### src/verilog/fwdPkg.sv
package fwdPkg;

  // functional units on the forwarding network.
  localparam int fuCount = 10;

  // unit index, wide enough for every unit.
  typedef logic [$clog2(fuCount)-1:0] fuIdxT;

  // codes 0..8 pick that unit, 9..14 all pick unit 9 and 15 is none.
  typedef logic [3:0] fwdSrcT;

  localparam fwdSrcT srcNone = 4'd15;

  // one-hot select layout.
  localparam int selWidth   = 2 * fuCount + 2;
  localparam int selCurBase = 0;         // current results.
  localparam int selOldBase = fuCount;   // one-cycle-old results.
  localparam int selAux     = 2 * fuCount;
  localparam int selReg     = 2 * fuCount + 1;

  typedef logic [selWidth-1:0] fwdSelT;

  // upper codes fold onto the last unit.
  // srcNone also folds here, so callers qualify it themselves.
  function automatic fuIdxT srcUnit(input fwdSrcT code);
    if (code > fwdSrcT'(fuCount - 1)) begin
      return fuIdxT'(fuCount - 1);
    end
    return fuIdxT'(code);
  endfunction

endpackage

### src/verilog/forwardCtrl.sv
`timescale 1ns/1ns

module forwardCtrl import fwdPkg::*; (
  input  logic   clk,
  input  logic   rst,
  input  fwdSrcT fuFwd,
  input  fwdSrcT fuuFwd,
  input  logic   auxEn,
  input  logic   stall,
  output fwdSelT srcSel,
  output logic   captureEn
);

  logic               fuActive;
  logic               fuuActive;
  logic               auxPick;
  logic               oldPick;
  logic [fuCount-1:0] curHit;
  logic [fuCount-1:0] oldHit;

  assign fuActive  = (fuFwd != srcNone);
  assign fuuActive = (fuuFwd != srcNone);

  // current result wins, then aux, then the old result.
  assign auxPick = !fuActive && auxEn;
  assign oldPick = !fuActive && !auxEn && fuuActive;

  always_comb begin
    curHit = '0;
    oldHit = '0;
    for (int i = 0; i < fuCount; i++) begin
      curHit[i] = fuActive && (srcUnit(fuFwd) == fuIdxT'(i));
      oldHit[i] = oldPick && (srcUnit(fuuFwd) == fuIdxT'(i));
    end
  end

  always_comb begin
    srcSel = '0;
    srcSel[selCurBase +: fuCount] = curHit;
    srcSel[selOldBase +: fuCount] = oldHit;
    srcSel[selAux] = auxPick;
    srcSel[selReg] = !fuActive && !auxEn && !fuuActive; // register file fallback.
  end

  assign captureEn = !stall;

  // both bypass slices rely on exactly one candidate being picked.
  selOneHot: assert property (
    @(posedge clk) disable iff (rst) $onehot(srcSel)
  ) else $error("srcSel not one-hot: %b", srcSel);

  // scheduler never forwards current and old result to one slot.
  srcExclusive: assert property (
    @(posedge clk) disable iff (rst) !(fuActive && fuuActive)
  ) else $error("fuFwd %h and fuuFwd %h both active", fuFwd, fuuFwd);

endmodule

### src/verilog/forwardTop.sv
`timescale 1ns/1ns

module forwardTop import fwdPkg::*; #(
  parameter int dataWidth = 65,
  parameter int flagWidth = 6
) (
  input  logic                 clk,
  input  logic                 rst,
  input  logic                 stall,
  input  fwdSrcT               fuFwd,
  input  fwdSrcT               fuuFwd,
  input  logic                 auxEn,
  input  logic [dataWidth-1:0] regData,
  input  logic [flagWidth-1:0] regFlags,
  input  logic [dataWidth-1:0] auxData,
  input  logic [flagWidth-1:0] auxFlags,
  input  logic [dataWidth-1:0] fuData  [fuCount],
  input  logic [flagWidth-1:0] fuFlags [fuCount],
  output logic [dataWidth-1:0] opData,
  output logic [flagWidth-1:0] opFlags
);

  typedef logic [dataWidth-1:0] dataT;
  typedef logic [flagWidth-1:0] flagT;

  fwdSelT srcSel;
  logic   captureEn;
  dataT   oldData  [fuCount];
  flagT   oldFlags [fuCount];

  // one decode shared by both payload slices.
  forwardCtrl u_ctrl (
    .clk       (clk),
    .rst       (rst),
    .fuFwd     (fuFwd),
    .fuuFwd    (fuuFwd),
    .auxEn     (auxEn),
    .stall     (stall),
    .srcSel    (srcSel),
    .captureEn (captureEn)
  );

  resultDelay #(
    .payloadT (dataT)
  ) u_dataDelay (
    .clk        (clk),
    .rst        (rst),
    .results    (fuData),
    .oldResults (oldData)
  );

  resultDelay #(
    .payloadT (flagT)
  ) u_flagDelay (
    .clk        (clk),
    .rst        (rst),
    .results    (fuFlags),
    .oldResults (oldFlags)
  );

  operandBypass #(
    .payloadT (dataT)
  ) u_dataBypass (
    .clk        (clk),
    .rst        (rst),
    .srcSel     (srcSel),
    .captureEn  (captureEn),
    .curResults (fuData),
    .oldResults (oldData),
    .auxValue   (auxData),
    .regValue   (regData),
    .operand    (opData)
  );

  // attribute field, same select as the data.
  operandBypass #(
    .payloadT (flagT)
  ) u_flagBypass (
    .clk        (clk),
    .rst        (rst),
    .srcSel     (srcSel),
    .captureEn  (captureEn),
    .curResults (fuFlags),
    .oldResults (oldFlags),
    .auxValue   (auxFlags),
    .regValue   (regFlags),
    .operand    (opFlags)
  );

endmodule

### src/verilog/operandBypass.sv
`timescale 1ns/1ns

module operandBypass import fwdPkg::*; #(
  parameter type payloadT = logic
) (
  input  logic    clk,
  input  logic    rst,
  input  fwdSelT  srcSel,
  input  logic    captureEn,
  input  payloadT curResults [fuCount],
  input  payloadT oldResults [fuCount],
  input  payloadT auxValue,
  input  payloadT regValue,
  output payloadT operand
);

  localparam int payloadBits = $bits(payloadT);

  logic [payloadBits-1:0] candidates [selWidth];
  logic [payloadBits-1:0] selValue;

  // candidate order follows the select layout.
  always_comb begin
    for (int i = 0; i < fuCount; i++) begin
      candidates[selCurBase + i] = curResults[i];
      candidates[selOldBase + i] = oldResults[i];
    end
    candidates[selAux] = auxValue;
    candidates[selReg] = regValue;
  end

  // and-or mux over the one-hot srcSel.
  always_comb begin
    selValue = '0;
    for (int i = 0; i < selWidth; i++) begin
      selValue = selValue | (candidates[i] & {payloadBits{srcSel[i]}});
    end
  end

  always_ff @(posedge clk) begin
    if (rst) begin
      operand <= '0;
    end else if (captureEn) begin
      operand <= payloadT'(selValue);
    end
  end

  // a stalled slot must not pick up any forwarded value.
  holdOnStall: assert property (
    @(posedge clk) disable iff (rst) !captureEn |=> $stable(operand)
  ) else $error("operand changed while capture was disabled");

endmodule

### src/verilog/resultDelay.sv
`timescale 1ns/1ns

module resultDelay import fwdPkg::*; #(
  parameter type payloadT = logic
) (
  input  logic    clk,
  input  logic    rst,
  input  payloadT results    [fuCount],
  output payloadT oldResults [fuCount]
);

  // history runs every cycle and ignores stall.
  always_ff @(posedge clk) begin
    if (rst) begin
      for (int i = 0; i < fuCount; i++) begin
        oldResults[i] <= '0;
      end
    end else begin
      for (int i = 0; i < fuCount; i++) begin
        oldResults[i] <= results[i];
      end
    end
  end

endmodule
### config.mk
export PLATFORM = sky130hd
export DESIGN_NAME = forwardTop
export DESIGN_NICKNAME = d
export VERILOG_FILES = /design/src/verilog/fwdPkg.sv /design/src/verilog/forwardCtrl.sv /design/src/verilog/forwardTop.sv /design/src/verilog/operandBypass.sv /design/src/verilog/resultDelay.sv
export SDC_FILE = /design/constraint.sdc
export NUM_CORES = 1
export LEC_CHECK = 0
export CAP_MARGIN = 25
export CORE_AREA = 2 2 363 365
export CTS_CLUSTER_DIAMETER = 100
export DETAILED_ROUTE_END_ITERATION = 10
export DIE_AREA = 0 0 365 367
export DONT_BUFFER_PORTS = 1
export PLACE_DENSITY_LB_ADDON = 0.08
export SLEW_MARGIN = 5
export SYNTH_ARGS = -nofsm -noshare
export SYNTH_HDL_FRONTEND = slang
export SYNTH_SLANG_ARGS = --single-unit
### constraint.sdc
create_clock -name clk -period 2 [get_ports clk]
set_input_delay 0.4 -clock clk [delete_from_list [all_inputs] [get_ports clk]]
set_output_delay 0.4 -clock clk [all_outputs]
set_load 0.01 [all_outputs]
==> impl_metrics.yaml, run 1 <==
floorplan:
  num_rows: 133
  ioPinCount: 935
  initial_core_util: 0.266
  die_h_um: 367
  die_w_um: 365
yosys:
  synth_top_cell_area_share: 0.450
  synth_area_um2: 34700
  synth_ff_type: "dfxtp_1"
  syn_inst: 3651
  synth_area_per_cell_um2: 9.51
  yosys.area.top_type: "dfxtp_1"
  synth.distinct_cells: 77
  yosys_warnings: 0
  yosysSeqAreaShare: 0.450
  syn_nets: 4515
  synth-edff-count: 0
  synthTopCellsByArea: "dfxtp_1, nor2b_1, mux2i_1"
  ys_seq_elements: 781
  synthArstFlopShare: 0
placement:
  hpwl_um: 155000
  dp_slack_ns: -0.358
  place.port_buffers: 0
  placedInstanceArea_um2: 39000
  place_congestion: 0.868
clock_network:
  h-tree-depth: 3
  clock_path_buffers: 3
  cts_hold_buf: 1105
  clock-sinks: 781
  ctsResizeCount: 0
  root_buffer: "clkbuf_16"
  postCtsSetupRepairBufs: 0
  cts_buffers: 98
outcome:
  error_message: "[ERROR RSZ-0060] Max buffer count reached."
  haltStage: "clock tree synthesis (4_1_cts)"
  outcome: "did not finish"
-- logic make-up after synthesis --
group | Yosys count | synth area share
AOI/OAI and AO/OA | 997 | 0.214
buffers and inverters | 396 | 0.0492
DFF | 781 | 0.450
muxes | 224 | 0.0732
and+or+nand+nor | 1253 | 0.213
-- through the flow --
stage | setup TNS, ns | instances
after detailed placement | -14.01 | 5345
after global placement | -11.72 | 5345
after floorplan | -0.00453 | 3651
-- Yosys cell counts (26+ instances only) --
library cell,count
dfxtp_1,781
nor2b_1,772
clkbuf_1,197
a22oi_1,163
nand2_1,149
mux2i_1,137
a21oi_1,135
buf_2,119
o21ai_0,104
nor2_1,72
mux2_2,70
a221oi_1,65
nand3_1,64
a22o_1,58
o22ai_1,56
a32oi_1,51
inv_1,49
a221o_1,42
a311oi_1,32
o2bb2ai_1,31
o211ai_1,28
a211oi_1,26
==> run 2: changes to the inputs <==
Settings changed: CORE_AREA 2 2 363 365 to 2 2 366 368, CTS_CLUSTER_DIAMETER 100 to unset, DIE_AREA 0 0 365 367 to 0 0 368 370, PLACE_DENSITY_LB_ADDON 0.08 to 0.15.
Clock period 2 ns to 2.6 ns, I/O delays scaled along.
==> impl_metrics.yaml, run 2 <==
yosys:
  ys_seq_elements: 781
  synthArstFlopShare: 0
  synth-xor-area-share: 0
  synth_ff_type: "dfxtp_1"
  yosys_warnings: 0
  synthAdderAreaFrac: 0
  yosys.cell_count.top_type: "dfxtp_1"
  synthMuxAreaShare: 0.0732
  synth-compound-area-share: 0.214
  synthTopCellsByArea: "dfxtp_1, nor2b_1, mux2i_1"
  yosys.area.top_type: "dfxtp_1"
  syn_nets: 4515
  syn_inst: 3651
  synth_top_cell_area_share: 0.450
  synth_top_family_by_area: "compound AO/OA/AOI/OAI gates"
  yosysSeqAreaShare: 0.450
  synth_area_per_cell_um2: 9.51
  synth_area_um2: 34700
  synth.distinct_cells: 77
  synth-edff-count: 0
  synth_common_cells: "dfxtp_1, nor2b_1, clkbuf_1"
  synth-simple-area-share: 0.213
clock_network:
  postCtsSetupRepairBufs: 0
  root_buffer: "clkbuf_16"
  h-tree-depth: 3
  cts_buffers: 95
  clock_path_buffers: 3
  path_clk_slew_ns: 0.06
  cts_tree: "built"
  clock-sinks: 781
  insertion_delay_ns: 0.74
outcome:
  violations: "max-slew violations, negative setup slack"
  outcome: "complete, but fails checks"
grt:
  grt_first_pass_wirelength_um: 315000
  gr-usage-met3: 0.102
  grt_max_degree: 651
  top_usage_layer: "met2"
  antenna_found_initial: 48
  grt_use_total: 0.337
  use_met1: 0.410
  grt_overflow: 0
  use_met2: 0.538
  grt_pass1_vias: 35600
cells_and_area:
  final-seq-area_um2: 15600
  final_common_cell: "dfxtp_1"
  syn_to_final_growth_pct: 40.5
  multi_input_area_um2: 17700
  fill_cells: 13600
  regMostFlops: "u_dataDelay.oldResults"
  largest_reg_flops: 650
  final_cell_mix: "dfxtp_1, dlygate4sd3_1, nor2b_1"
  drive_gt1_frac: 0.113
  finalNetCount: 5213
  reg_top3: "u_dataDelay.oldResults x650, u_dataBypass.operand x65, u_flagDelay.oldResults x60"
  final_cell_area_um2: 48800
floorplan:
  initial_core_util: 0.262
  ioPinCount: 935
  dieArea_um2: 136000
  die_w_um: 368
  die_h_um: 370
  num_rows: 134
  core_area_um2: 132000
min_path:
  hold_class: "in -> reg"
  hp-start: "regData[57]"
  hold_path_depth: 2
  hold_end: "u_dataBypass.operand[57]"
pwr:
  powerDensity_nw_per_um2: 636
  ir_worst_vdd_mv: 0.449
  p_leak_nw: 18.2
placement:
  place.port_buffers: 0
  placedInstanceArea_um2: 37700
  place_congestion: 0.905
  hpwl_um: 153000
  dp_slack_ns: -0.222
critical_path:
  worst_path_max_delay_cell: "nor2b_1"
  r2r-end: "u_dataBypass.operand[13]"
  crit_chain: "nor2b_1, dlygate4sd3_1"
  r2r-start: "u_dataDelay.oldResults[208]"
  path_class: "in -> reg"
  crit_path_start_kind: "primary input"
  end_kind: "flip-flop"
  cp.required_ns: 3.26
  path_buf_inv: 1
  cpPeakStageDelay_ns: 0.95
  path_max_fanout: 650
  critPathTopFamily: "simple AND/OR/NAND/NOR gates"
  r2r_slack_ns: 0.58
  r2r_cells: 5
  cp.arrival_ns: 4.28
drt:
  wl_per_cell_um: 38.6
  drcViolationCount: 0
  firstDrtPassIters: 6
  wl_um: 240000
  viasPerCell: 5.65
  postRouteAntennaNets: 0
  num_vias: 35200
  first_iter_violations: 3751
timing:
  fin_crit_sh: 1.39
  setup_viol: 246
  finClkSkew_ns: 0.0282
  max_freq_ghz: 0.276
  period_minus_slack_ns: 3.62
  hold_viol_final: 0
  setup_tns_ns: -76.94
  tightest_slew_ns: 4.57
  grt_setup_unrepaired: "false"
  hold_slack_ns: 0.0530
  setup_ws_ns: -1.02
  slew_headroom: -2.05
  report.final.slew_viol_count: 497
flow_run:
  cap_violations: 0
==> run 2: cell counts after synthesis <==
No cell type changed its count.
==> run 2: worst max-delay path by stage <==
| stage | from | endpoint | depth (start not counted) |
|---|---|---|---|
| final | rst | u_dataDelay.oldResults[473] | 2 |
| after detailed placement | fuFwd[0] | u_dataBypass.operand[1] | 6 |
| after global routing | fuFwd[0] | u_dataBypass.operand[46] | 8 |
| after CTS | fuFwd[0] | u_dataBypass.operand[46] | 8 |
| after floorplan | fuFwd[1] | u_dataBypass.operand[17] | 8 |
| after global placement | fuFwd[3] | u_dataBypass.operand[1] | 6 |
==> run 2: logic make-up after synthesis <==
family / count (synthesis)
AND/OR/NAND/NOR: 1253
AO/OA/AOI/OAI: 997
flip-flops: 781
buffers and inverters: 396
multiplexers: 224
==> run 2: timing repair <==
item                                   4_1_cts  5_1_grt
endpoints found under the hold margin      742        3
setup endpoints to repair                    0        0
hold buffers                               768        2
resized for setup                            0        0
==> run 2: power by group <==
part | internal [mW] | switching [mW] | leakage, nW | total [mW]
Clock | 8.30 | 5.73 | 1.58 | 14.0
Combinational | 2.09 | 1.90 | 10.1 | 3.98
Sequential | 12.7 | 0.333 | 6.51 | 13.0
Total | 23.0 | 7.96 | 18.2 | 31.0
==> run 2: layout make-up <==
| cell class | instances | area share |
|---|---|---|
| diodes | 40 | 0.00205 |
| clock buffers | 148 | 0.0601 |
| clock inverters | 23 | 0.00608 |
| inverters | 50 | 0.00390 |
| multi-input cells | 2474 | 0.363 |
| flip-flops and latches | 781 | 0.321 |
| well taps | 1768 | 0.0454 |
| repair buffers | 947 | 0.199 |
==> run 2: through the flow <==
step / total power, mW / util / cells
floorplan: 15.1 / - / 3651
finish: 31.0 / 0.368 / 6231
global route: 31.8 / 0.368 / 6217
detailed placement: 16.0 / 0.285 / 5250
CTS: 31.0 / 0.367 / 6189
global placement: 16.0 / 0.285 / 5250
==> run 2: routing by layer <==
metal | part of all wire | wire length (um)
met5 | 0.00045 | 108
met4 | 0.057 | 13800
met3 | 0.095 | 22900
met2 | 0.45 | 109000
met1 | 0.39 | 94900
Power figures use the tool's default switching activity.
